--- src/hdl/pkt_queue_macros.svh ---
`ifndef PKT_QUEUE_MACROS_SVH
`define PKT_QUEUE_MACROS_SVH

// global queue id as it arrives from the flow classifier
`define PKT_QUEUE_ID_WIDTH 8

// packet size counted in 64-byte blocks
`define PKT_QUEUE_SIZE_WIDTH 12

// ring pointers and the ring size share this width
`define PKT_QUEUE_PTR_WIDTH 26

`define PKT_QUEUE_FLOW_WIDTH 16

// number of local queues, the local index is taken from the top id bits so keep it a power of two
`define PKT_QUEUE_NB_QUEUES 4

`endif

--- src/hdl/pkt_queue_pkg.sv ---
`include "pkt_queue_macros.svh"

package pkt_queue_pkg;

    // ring position of one queue as the host sees it
    typedef struct packed {
        logic [`PKT_QUEUE_PTR_WIDTH-1:0] tail;
        logic [`PKT_QUEUE_PTR_WIDTH-1:0] head;
    } queue_state_t;

    // packet metadata, only the first three fields are meaningful on input
    typedef struct packed {
        logic [`PKT_QUEUE_ID_WIDTH-1:0]   pkt_queue_id;
        logic [`PKT_QUEUE_SIZE_WIDTH-1:0] size;
        logic [`PKT_QUEUE_FLOW_WIDTH-1:0] flow_tag;
        queue_state_t                     pkt_q_state;
        logic                             needs_dsc;
        // pads the struct out to the width used on the external port
        logic [17:0]                      reserved;
    } pkt_meta_t;

    // head pointer write seen on the host interface
    typedef struct packed {
        logic                            valid;
        // wide enough for any queue count, only the low bits are used
        logic [7:0]                      queue_idx;
        logic [`PKT_QUEUE_PTR_WIDTH-1:0] head;
    } head_update_t;

    typedef enum logic [1:0] {
        rx_idle,
        rx_full,
        rx_wait_req_low
    } rx_state_t;

    typedef enum logic [1:0] {
        tx_idle,
        tx_req,
        tx_wait_ack_low
    } tx_state_t;

endpackage

--- src/hdl/meta_rx.sv ---
`timescale 1ns/1ns

module meta_rx (
    input  logic                    clk,
    input  logic                    rst,
    input  logic                    in_req,
    output logic                    in_ack,
    input  pkt_queue_pkg::pkt_meta_t in_meta,
    output pkt_queue_pkg::pkt_meta_t meta,
    output logic                    valid,
    input  logic                    ready
);
    import pkt_queue_pkg::*;

    rx_state_t state;
    logic      fire;

    assign fire = valid && ready;

    // ack is high only while we wait for the sender to drop its request
    assign in_ack = (state == rx_wait_req_low);

    always_ff @(posedge clk) begin
        if (rst) begin
            state <= rx_idle;
            valid <= 1'b0;
        end else begin
            case (state)
                rx_idle: begin
                    // idle means ack is low and the buffer is empty, so there is room
                    if (in_req) begin
                        valid <= 1'b1;
                        state <= rx_wait_req_low;
                    end
                end
                rx_wait_req_low: begin
                    // the stream may take the item before the sender lets go of req
                    if (fire) begin
                        valid <= 1'b0;
                    end
                    if (!in_req) begin
                        state <= (valid && !fire) ? rx_full : rx_idle;
                    end
                end
                rx_full: begin
                    // ack is already low here, hold the item until it is taken
                    if (fire) begin
                        valid <= 1'b0;
                        state <= rx_idle;
                    end
                end
                default: state <= rx_idle;
            endcase
        end
    end

    // capture on the same edge that raises ack, data is stable while req is high
    always_ff @(posedge clk) begin
        if (state == rx_idle && in_req) begin
            meta <= in_meta;
        end
    end

endmodule

--- src/hdl/meta_tx.sv ---
`timescale 1ns/1ns

module meta_tx (
    input  logic                     clk,
    input  logic                     rst,
    input  pkt_queue_pkg::pkt_meta_t meta,
    input  logic                     valid,
    output logic                     ready,
    output logic                     out_req,
    input  logic                     out_ack,
    output pkt_queue_pkg::pkt_meta_t out_meta
);
    import pkt_queue_pkg::*;

    tx_state_t state;
    logic      fire;

    // one item at a time, a new one is taken only after the last cycle has closed
    assign ready   = (state == tx_idle);
    assign out_req = (state == tx_req);
    assign fire    = valid && ready;

    always_ff @(posedge clk) begin
        if (rst) begin
            state <= tx_idle;
        end else begin
            case (state)
                tx_idle: begin
                    if (fire) begin
                        state <= tx_req;
                    end
                end
                tx_req: begin
                    // drop req once the receiver has taken the data
                    if (out_ack) begin
                        state <= tx_wait_ack_low;
                    end
                end
                tx_wait_ack_low: begin
                    // req may only rise again after ack has gone low
                    if (!out_ack) begin
                        state <= tx_idle;
                    end
                end
                default: state <= tx_idle;
            endcase
        end
    end

    // the register stays put until the next transfer, so data is stable under req
    always_ff @(posedge clk) begin
        if (fire) begin
            out_meta <= meta;
        end
    end

endmodule

--- src/hdl/pkt_queue_manager.sv ---
`timescale 1ns/1ns
`include "pkt_queue_macros.svh"

module pkt_queue_manager #(
    parameter int NB_QUEUES = `PKT_QUEUE_NB_QUEUES
) (
    input  logic                            clk,
    input  logic                            rst,
    input  pkt_queue_pkg::pkt_meta_t        in_meta,
    input  logic                            in_meta_valid,
    output logic                            in_meta_ready,
    output pkt_queue_pkg::pkt_meta_t        out_meta,
    output logic                            out_meta_valid,
    input  logic                            out_meta_ready,
    input  pkt_queue_pkg::head_update_t     head_update,
    input  logic [`PKT_QUEUE_PTR_WIDTH-1:0] rb_size
);
    import pkt_queue_pkg::*;

    localparam int QID_WIDTH = $clog2(NB_QUEUES);

    logic [QID_WIDTH-1:0] local_queue_id;
    logic [QID_WIDTH-1:0] out_queue_id;
    queue_state_t         out_q_state;
    pkt_meta_t            out_meta_extra;

    // one bit per queue, set once the host has been told about it
    logic [NB_QUEUES-1:0] pkt_q_status;

    // the local queue comes from the top id bits, the low bits are free for the caller
    assign local_queue_id = in_meta.pkt_queue_id[`PKT_QUEUE_ID_WIDTH-1 -: QID_WIDTH];

    queue_manager #(
        .NB_QUEUES(NB_QUEUES)
    ) u_queue_manager (
        .clk           (clk),
        .rst           (rst),
        .in_queue_id   (local_queue_id),
        .in_size       (in_meta.size),
        .in_meta_extra (in_meta),
        .in_meta_valid (in_meta_valid),
        .in_meta_ready (in_meta_ready),
        .out_q_state   (out_q_state),
        .out_meta_extra(out_meta_extra),
        .out_meta_valid(out_meta_valid),
        .out_meta_ready(out_meta_ready),
        .out_queue_id  (out_queue_id),
        .head_wr_valid (head_update.valid),
        .head_wr_idx   (head_update.queue_idx[QID_WIDTH-1:0]),
        .head_wr_value (head_update.head),
        .rb_size       (rb_size)
    );

    always_ff @(posedge clk) begin
        if (rst) begin
            pkt_q_status <= '0;
        end else begin
            if (out_meta_valid && out_meta_ready) begin
                pkt_q_status[out_queue_id] <= 1'b1;
            end
            // a new head means the host caught up, ask for a descriptor next time
            // the later assignment wins when both hit the same queue
            if (head_update.valid) begin
                pkt_q_status[head_update.queue_idx[QID_WIDTH-1:0]] <= 1'b0;
            end
        end
    end

    always_comb begin
        out_meta             = out_meta_extra;
        out_meta.pkt_q_state = out_q_state;
        out_meta.needs_dsc   = !pkt_q_status[out_queue_id];
        out_meta.reserved    = '0;
    end

endmodule

--- src/hdl/pkt_queue_top.sv ---
`timescale 1ns/1ns
`include "pkt_queue_macros.svh"

module pkt_queue_top (
    input  logic                            clk,
    input  logic                            rst,
    input  logic                            in_req,
    output logic                            in_ack,
    input  pkt_queue_pkg::pkt_meta_t        in_meta,
    output logic                            out_req,
    input  logic                            out_ack,
    output pkt_queue_pkg::pkt_meta_t        out_meta,
    input  pkt_queue_pkg::head_update_t     head_update,
    input  logic [`PKT_QUEUE_PTR_WIDTH-1:0] rb_size
);
    import pkt_queue_pkg::*;

    // stream from the input port into the queue stage
    pkt_meta_t rx_meta;
    logic      rx_valid;
    logic      rx_ready;

    // stream from the queue stage to the output port
    pkt_meta_t qm_meta;
    logic      qm_valid;
    logic      qm_ready;

    meta_rx u_meta_rx (
        .clk    (clk),
        .rst    (rst),
        .in_req (in_req),
        .in_ack (in_ack),
        .in_meta(in_meta),
        .meta   (rx_meta),
        .valid  (rx_valid),
        .ready  (rx_ready)
    );

    pkt_queue_manager #(
        .NB_QUEUES(`PKT_QUEUE_NB_QUEUES)
    ) u_pkt_queue_manager (
        .clk           (clk),
        .rst           (rst),
        .in_meta       (rx_meta),
        .in_meta_valid (rx_valid),
        .in_meta_ready (rx_ready),
        .out_meta      (qm_meta),
        .out_meta_valid(qm_valid),
        .out_meta_ready(qm_ready),
        .head_update   (head_update),
        .rb_size       (rb_size)
    );

    meta_tx u_meta_tx (
        .clk     (clk),
        .rst     (rst),
        .meta    (qm_meta),
        .valid   (qm_valid),
        .ready   (qm_ready),
        .out_req (out_req),
        .out_ack (out_ack),
        .out_meta(out_meta)
    );

endmodule

--- src/hdl/queue_manager.sv ---
`timescale 1ns/1ns
`include "pkt_queue_macros.svh"

module queue_manager #(
    parameter int NB_QUEUES = `PKT_QUEUE_NB_QUEUES
) (
    input  logic                             clk,
    input  logic                             rst,
    input  logic [$clog2(NB_QUEUES)-1:0]     in_queue_id,
    input  logic [`PKT_QUEUE_SIZE_WIDTH-1:0] in_size,
    input  pkt_queue_pkg::pkt_meta_t         in_meta_extra,
    input  logic                             in_meta_valid,
    output logic                             in_meta_ready,
    output pkt_queue_pkg::queue_state_t      out_q_state,
    output pkt_queue_pkg::pkt_meta_t         out_meta_extra,
    output logic                             out_meta_valid,
    input  logic                             out_meta_ready,
    output logic [$clog2(NB_QUEUES)-1:0]     out_queue_id,
    input  logic                             head_wr_valid,
    input  logic [$clog2(NB_QUEUES)-1:0]     head_wr_idx,
    input  logic [`PKT_QUEUE_PTR_WIDTH-1:0]  head_wr_value,
    input  logic [`PKT_QUEUE_PTR_WIDTH-1:0]  rb_size
);
    import pkt_queue_pkg::*;

    localparam int QID_WIDTH  = $clog2(NB_QUEUES);
    localparam int PTR_WIDTH  = `PKT_QUEUE_PTR_WIDTH;
    localparam int SIZE_WIDTH = `PKT_QUEUE_SIZE_WIDTH;

    // per-queue ring state, small enough to live in flops
    logic [PTR_WIDTH-1:0] tails [NB_QUEUES];
    logic [PTR_WIDTH-1:0] heads [NB_QUEUES];

    // stage A holds the accepted item until stage B has room
    logic                  a_valid;
    pkt_meta_t             a_meta;
    logic [QID_WIDTH-1:0]  a_qid;
    logic [SIZE_WIDTH-1:0] a_size;

    // stage B holds the item with its assigned ring position
    logic                  b_valid;
    pkt_meta_t             b_meta;
    logic [QID_WIDTH-1:0]  b_qid;
    logic [PTR_WIDTH-1:0]  b_tail;

    logic                  in_fire;
    logic                  out_fire;
    logic                  a_move;
    logic [PTR_WIDTH-1:0]  a_tail;
    logic [PTR_WIDTH:0]    tail_sum;
    logic [PTR_WIDTH:0]    tail_wrapped;
    logic [PTR_WIDTH-1:0]  tail_next;

    assign out_fire = out_meta_valid && out_meta_ready;

    // stage A advances when B is empty or is being drained this cycle
    assign a_move        = a_valid && (!b_valid || out_meta_ready);
    assign in_meta_ready = !a_valid || a_move;
    assign in_fire       = in_meta_valid && in_meta_ready;

    // the tail is read when the item leaves A, after any update from the item ahead of it
    assign a_tail = tails[a_qid];

    always_comb begin
        // one extra bit keeps the carry of tail plus size
        tail_sum     = {1'b0, a_tail} + {{(PTR_WIDTH + 1 - SIZE_WIDTH){1'b0}}, a_size};
        tail_wrapped = (tail_sum >= {1'b0, rb_size}) ? tail_sum - {1'b0, rb_size} : tail_sum;
        tail_next    = tail_wrapped[PTR_WIDTH-1:0];
    end

    always_ff @(posedge clk) begin
        if (rst) begin
            a_valid <= 1'b0;
            b_valid <= 1'b0;
            for (int i = 0; i < NB_QUEUES; i++) begin
                tails[i] <= '0;
                heads[i] <= '0;
            end
        end else begin
            if (in_fire) begin
                a_valid <= 1'b1;
            end else if (a_move) begin
                a_valid <= 1'b0;
            end

            if (a_move) begin
                b_valid <= 1'b1;
            end else if (out_fire) begin
                b_valid <= 1'b0;
            end

            // the packet takes the old tail, the ring moves on past it
            if (a_move) begin
                tails[a_qid] <= tail_next;
            end

            if (head_wr_valid) begin
                heads[head_wr_idx] <= head_wr_value;
            end
        end
    end

    always_ff @(posedge clk) begin
        if (in_fire) begin
            a_meta <= in_meta_extra;
            a_qid  <= in_queue_id;
            a_size <= in_size;
        end
        if (a_move) begin
            b_meta <= a_meta;
            b_qid  <= a_qid;
            b_tail <= a_tail;
        end
    end

    assign out_meta_valid    = b_valid;
    assign out_meta_extra    = b_meta;
    assign out_queue_id      = b_qid;
    assign out_q_state.tail  = b_tail;
    // head is read live so a host write reaches the item already waiting in B
    assign out_q_state.head  = heads[b_qid];

endmodule

--- config.mk ---
export PLATFORM = sky130hd
export DESIGN_NAME = pkt_queue_top
export DESIGN_NICKNAME = d
export VERILOG_FILES = /design/src/hdl/pkt_queue_pkg.sv /design/src/hdl/meta_rx.sv /design/src/hdl/meta_tx.sv /design/src/hdl/pkt_queue_manager.sv /design/src/hdl/pkt_queue_top.sv /design/src/hdl/queue_manager.sv
export VERILOG_INCLUDE_DIRS = /design/src /design/src/hdl
export SDC_FILE = /design/constraint.sdc
export NUM_CORES = 1
export LEC_CHECK = 0
export ABC_AREA = 1
export BUFFER_PORTS_ARGS = -buffer_cell sky130_fd_sc_hd__clkbuf_2
export CAP_MARGIN = 20
export CORE_ASPECT_RATIO = 1.4
export CORE_UTILIZATION = 30
export DETAILED_ROUTE_END_ITERATION = 12
export GPL_TIMING_DRIVEN = 0
export PLACE_DENSITY_LB_ADDON = 0.25
export SLEW_MARGIN = 20
export SYNTH_ARGS = -nofsm -noshare
export SYNTH_HDL_FRONTEND = slang
export SYNTH_HIERARCHICAL = 1
export SYNTH_SLANG_ARGS = --single-unit
--- constraint.sdc ---
create_clock -name clk -period 5.9 [get_ports clk]
set_clock_uncertainty 0.15 [all_clocks]
set_input_delay 0.295 -clock clk [delete_from_list [all_inputs] [get_ports clk]]
set_output_delay 0.295 -clock clk [all_outputs]
set_load 0.01 [all_outputs]
==> run_results.csv, run 1 <==
group,metric,value,unit
power,finalPower,13500,uW
routing,drt_iter0_markers,823,
power,powerDensity,524,nW/um2
routing,wl_per_cell,17.2,um
synth,syn_inst,1847,
worst_hold_path,whs_endpoint,"u_pkt_queue_manager/u_queue_manager/tails[3][0]",
setup_path,cp_common_cell,"nand2_1",
final_layout,final_nets,2409,
sta,layout_setup_ws,0.413,ns
placement,gp_congestion,0.926,
floorplanning,core_area,69200,um2
setup_path,cp_data_arrival_time,5.62,ns
grt,overflow,0,
cts,cts_root_buf,"clkbuf_16",
cts,cts_made_buffers,46,
status,status,"complete, no violations",
placement,place_inst,3003,
worst_hold_path,hold_start,"rb_size[0]",
grt,grt_pass1_wl,82000,um
routing,drc,0,
floorplanning,fp.dieW,226,um
final_layout,fillers,6793,
routing,first_pass_iters,5,
sta,max_slew.worst_pin.slew,0.808,ns
cts,clock_latency,0.57,ns
final_layout,area_delta_synth_final,22.8,%
sta,fin_crit,5.49,ns
sta,slew_viol_final,0,
routing,ant_nets,0,
worst_hold_path,hold_path_class,"primary input to register",
placement,pre_cts_ws,-0.657,ns
grt,grt_usage,0.152,
sta,slew_headroom,0.460,
setup_path,start_kind,"register",
final_layout,fin_cells,3158,
setup_path,regToRegSetupSlack,0.41,ns
floorplanning,die-area,71100,um2
synth,synth_area_per_cell,11.4,um2
floorplanning,die_h,315,um
worst_hold_path,min_path_cells,5,
placement,numPortBuffers,203,
routing,drt-vias-per-instance,4.47,
floorplanning,ios,281,
routing,vias,14100,
sta,hold_viol,0,
sta,finalCritPeriodShare,0.930,
placement,dp_hpwl,39900,um
power,peakVddDrop,297,uV
synth,syn_area,21000,um2
cts,cts_max_path_buffers,3,
power,leakage,0.0104,uW
grt,grt_max_degree,56,
setup_path,cp.required,6.03,ns
grt,antenna_found_initial,0,
setup_path,critPathCaptureType,"register",
setup_path,cpMaxStageDelayCell,"fa_1",
setup_path,max_stage_delay,0.40,ns
sta,finalSetupViolCount,0,
setup_path,critical_path_class,"register to register",
grt,grt_pass1_vias,14500,
flow_run,drv_cap,0,
sta,clock.fmax,182,MHz
setup_path,cp_max_fo,10,
routing,drt_wl_total,54300,um
cts,htree_num_levels,2,
synth,ys_warn_count,6,
sta,rsz0062_at_grt,"false",
sta,holdWs,0.239,ns
setup_path,rr_worst_depth,29,
floorplanning,initial_core_util,0.304,
final_layout,layout-drive-gt1-share,0.185,
cts,cts.clk_slew.worst_paths,0.06,ns
cts,clkSinkCount,480,
cts,cts_tree,"yes",
floorplanning,placement_rows,114,
[power breakdown]
group	total, uW	switching, uW	internal [uW]
sequential	4570	157	4410
clock	2960	1280	1680
combinational	5990	4010	1980
[worst max-delay path, delay by kind of cell, from the launching register on]
| kind | cells | cell delay [ns] |
|---|---|---|
| simple gates | 14 | 1.89 |
| xor+xnor | 1 | 0.25 |
| buf+inv | 8 | 1.06 |
| compound gates | 3 | 0.52 |
| flops | 1 | 0.33 |
| fa+ha+maj | 3 | 0.99 |
[metrics by stage]
step	TNS [ns]	cell area [um2]	util
detailed placement	-59.93	23500	0.340
global placement	-111.85	23300	0.336
global route	0	25800	0.373
CTS	0	25700	0.372
floorplan	0	21100	-
finish	0	25800	0.373
[what timing repair did]
item                                    in CTS  in global routing
resized for setup                            9                 22
pin swaps                                    0                  2
hold buffers                                70                  0
hold endpoints to repair                   137                  0
setup buffers                                0                  1
endpoints found under the setup margin     104                104
[cell usage in the layout, fill, tap and decap left out, types with 16 or more instances in the layout]
| cell | n |
|---|---|
| edfxtp_1 | 465 |
| nand2_1 | 307 |
| nor2_1 | 301 |
| inv_1 | 205 |
| clkbuf_2 | 204 |
| o21ai_0 | 89 |
| nand3_1 | 85 |
| dlygate4sd3_1 | 70 |
| clkbuf_16 | 47 |
| ha_1 | 43 |
| clkbuf_1 | 38 |
| a21oi_1 | 36 |
| nand3_2 | 35 |
| o22ai_1 | 33 |
| nor3_1 | 31 |
| buf_4 | 25 |
| conb_1 | 18 |
| nand2_2 | 16 |
| xor2_1 | 16 |
[flip-flops by register name (all words and copies together), names as in the netlist, 12 cells and up, named ones only]
name / cells
u_pkt_queue_manager/u_queue_manager/tails: 104
u_meta_rx/meta: 36
u_pkt_queue_manager/u_queue_manager/b_tail: 26
u_meta_tx/out_meta: 107
u_pkt_queue_manager/u_queue_manager/a_size: 12
u_pkt_queue_manager/u_queue_manager/heads: 104
u_pkt_queue_manager/u_queue_manager/out_meta_extra: 36
u_pkt_queue_manager/u_queue_manager/a_meta: 36
[routing by layer]
| metal | vias up | routed length (um) | share of wire | GRT usage |
|---|---|---|---|---|
| li1 | 6914 | - | - | - |
| met1 | 6706 | 21800 | 0.40 | 0.174 |
| met2 | 393 | 28700 | 0.53 | 0.287 |
| met3 | 88 | 2220 | 0.041 | 0.0175 |
| met4 | 0 | 1640 | 0.030 | 0.0544 |
| met5 | - | 0 | 0 | 0 |
[layout make-up]
class	instances	area [um2]	area share
Antenna cell	2	5.00	0.000194
Buffer	75	475	0.0184
Clock buffer	57	1230	0.0478
Clock inverter	27	274	0.0106
Inverter	216	828	0.0321
Multi-Input combinational cell	1091	5650	0.219
Sequential cell	480	14300	0.553
Tap cell	928	1160	0.0450
Timing Repair Buffer	282	1910	0.0740
[how the worst max path moves through the flow]
stage | from | to | slack, ns | cells after the start
after global routing | register | register | 0.01 | 30
after floorplan | u_meta_tx/state[1] | u_pkt_queue_manager/u_queue_manager/tails[3][0] | 1.17 | 7
after global placement | u_meta_tx/state[1] | u_pkt_queue_manager/u_queue_manager/tails[3][2] | -2.06 | 7
after detailed placement | register | register | -0.66 | 29
after CTS | register | register | 0.04 | 29
final | register | register | 0.41 | 29
No activity file was read; power rests on OpenSTA's default activity.
==> inputs of run 2 (changes only) <==
--- a/config.mk
+++ b/config.mk
@@ -14,6 +14,7 @@
 export DETAILED_ROUTE_END_ITERATION = 12
 export GPL_TIMING_DRIVEN = 0
 export PLACE_DENSITY_LB_ADDON = 0.25
+export REMOVE_ABC_BUFFERS = 1
 export SLEW_MARGIN = 20
 export SYNTH_ARGS = -nofsm -noshare
 export SYNTH_HDL_FRONTEND = slang
==> run 2 against run 1 <==
  * Critical path depth shrank 2
  * Clock power shrank 1%
  * Wire length is essentially flat
  * Largest cell class unchanged
  * Critical path type unchanged
  * Combinational power shrank 2%
  * First-iteration DRC count shrank 9.7%
  * Power shrank 0.72%
  * Worst hold slack lost 0.045 ns
==> run_results.csv, run 2 (same netlist as run 1, synthesis figures left out) <==
group,metric,value,unit
status,status,"complete, no violations",
floorplanning,ios,281,
routing,ant_nets,0,
final_layout,fin_cells,3107,
final_layout,final_nets,2356,
placement,numPortBuffers,203,
sta,slew_viol_final,0,
placement,dpl-instance-area,23300,um2
power,leakage,0.0103,uW
placement,pre_cts_ws,-0.858,ns
routing,drt-vias-per-instance,4.53,
final_layout,final_cell_mix,"edfxtp_1, nand2_1, nor2_1",
final_layout,design_area,25700,um2
grt,antenna_found_initial,1,
setup_path,start_kind,"register",
floorplanning,die-area,71100,um2
power,internal_power,7980,uW
cts,cts_max_path_buffers,3,
routing,wl_per_cell,17.5,um
power,p_sw_frac,0.405,
setup_path,cp_data_arrival_time,5.69,ns
power,powerDensity,523,nW/um2
power,power_frac_comb,0.437,
setup_path,critPathCaptureType,"register",
power,p_seq_frac,0.345,
floorplanning,placement_rows,114,
placement,gp_congestion,0.862,
routing,vias,14100,
power,p_sw,5440,uW
placement,place_inst,2938,
final_layout,largest-register,"u_meta_tx/out_meta",
sta,finalSetupViolCount,0,
cts,clkSinkCount,480,
final_layout,layout_commonest_cell,"edfxtp_1",
setup_path,cp_num_buf_inv,5,
setup_path,critical_path_class,"register to register",
floorplanning,initial_core_util,0.304,
setup_path,cp.required,6.06,ns
power,peakVddDrop,283,uV
final_layout,post-route-util,0.371,
grt,grt_pass1_wl,82400,um
routing,drt_wl_total,54400,um
grt,grt_usage,0.154,
final_layout,fillers,6755,
cts,htree_num_levels,2,
routing,drc,0,
sta,clock.fmax,181,MHz
cts,clock_latency,0.59,ns
setup_path,cp_common_cell,"nand2_1",
final_layout,reg_top3,"u_meta_tx/out_meta x107, u_pkt_queue_manager/u_queue_manager/heads x104, u_pkt_queue_manager/u_queue_manager/tails x104",
routing,first_pass_iters,5,
floorplanning,core_area,69200,um2
final_layout,layout-drive-gt1-share,0.184,
flow_run,drv_cap,0,
grt,grt_pass1_vias,14300,
worst_hold_path,hold_start,"rb_size[0]",
sta,layout_setup_ws,0.366,ns
sta,finalCritPeriodShare,0.938,
cts,cts.clk_slew.worst_paths,0.07,ns
cts,cts_tree,"yes",
cts,cts_made_buffers,47,
sta,max_slew.worst_pin.slew,1.06,ns
setup_path,critical_path.top_delay_family,"simple AND/OR/NAND/NOR gates",
final_layout,largest_register_ffs,107,
setup_path,max_stage_delay,0.64,ns
sta,fin_crit,5.53,ns
cts,cts_root_buf,"clkbuf_16",
setup_path,cp_max_fo,52,
setup_path,cpMaxStageDelayCell,"nor4_1",
final_layout,area_delta_synth_final,22.2,%
sta,hold_viol,0,
routing,drt_iter0_markers,743,
worst_hold_path,hold_path_class,"primary input to register",
grt,overflow,0,
sta,tns,0,ns
floorplanning,die_h,315,um
sta,rsz0062_at_grt,"false",
sta,slew_headroom,0.294,
power,pwr-share-clk,0.218,
worst_hold_path,min_path_cells,5,
setup_path,rr_worst_depth,27,
floorplanning,fp.dieW,226,um
placement,dp_hpwl,37100,um
setup_path,regToRegSetupSlack,0.37,ns
grt,grt_max_degree,57,
run 2: cell types whose count changed in the layout (fill, tap and decap cells not counted), moves of 4 or more:
cell and delta:
buf_2 -4, dfxtp_1 -4, clkinv_2 +6, clkinv_1 +4, clkbuf_1 -34, buf_4 -20, buf_6 -8, buf_12 +11
run 2: how the worst max path moves through the flow:
stage | startpoint | endpoint | slack [ns] | cells after the start
detailed placement | register | register | -0.86 | 24
global placement | u_meta_tx/state[1] | u_pkt_queue_manager/u_queue_manager/tails[3][0] | -2.25 | 7
global route | register | register | 0.003 | 32
CTS | register | register | 0.006 | 28
finish | register | register | 0.37 | 27
floorplan | register | register | 0.70 | 29
run 2: what timing repair did:
item,4_1_cts,5_1_grt
hold buffers,70,0
resized for setup,9,5
pin swaps,1,2
setup endpoints to repair,104,104
endpoints found under the hold margin,151,0
cloned,1,0
buffers inserted,2,7
run 2: power by group through the flow:
stage,Clock (uW),Combinational [uW],Sequential (uW)
detailed placement,0,5650,4740
global placement,0,5440,4830
finish,2920,5870,4630
CTS,3030,5810,4680
global route,3150,6570,4680
floorplan,0,3880,4700
run 2: layout make-up:
class	count	area, um2	area share
Clock buffer	51	1190	0.0464
Inverter	216	845	0.0329
Timing Repair Buffer	302	2260	0.0882
Clock inverter	37	284	0.0111
Tap cell	928	1160	0.0452
Sequential cell	480	14300	0.556
Multi-Input combinational cell	1092	5650	0.220
Antenna cell	1	2.50	0.0000975
run 2: stage by stage:
stage	total power, uW	hold slack (ns)
global placement	10300	0.251
global route	14400	0.203
CTS	13500	0.146
detailed placement	10400	0.255
floorplan	8590	0.207
finish	13400	0.194
run 2: worst min-delay path: stages:
cell	delay, ns
clkbuf_2	0.09
ha_1	0.16
nand2_1	0.07
nand3_2	0.11
nor2_1	0.05
run 2: routing by layer:
| layer | wire, um | global-route usage | part of all wire | up-vias |
|---|---|---|---|---|
| li1 | - | - | - | 6813 |
| met1 | 22900 | 0.182 | 0.42 | 6872 |
| met2 | 28100 | 0.281 | 0.52 | 321 |
| met3 | 1950 | 0.0228 | 0.036 | 76 |
| met4 | 1370 | 0.0507 | 0.025 | 0 |
| met5 | 0 | 0 | 0 | - |
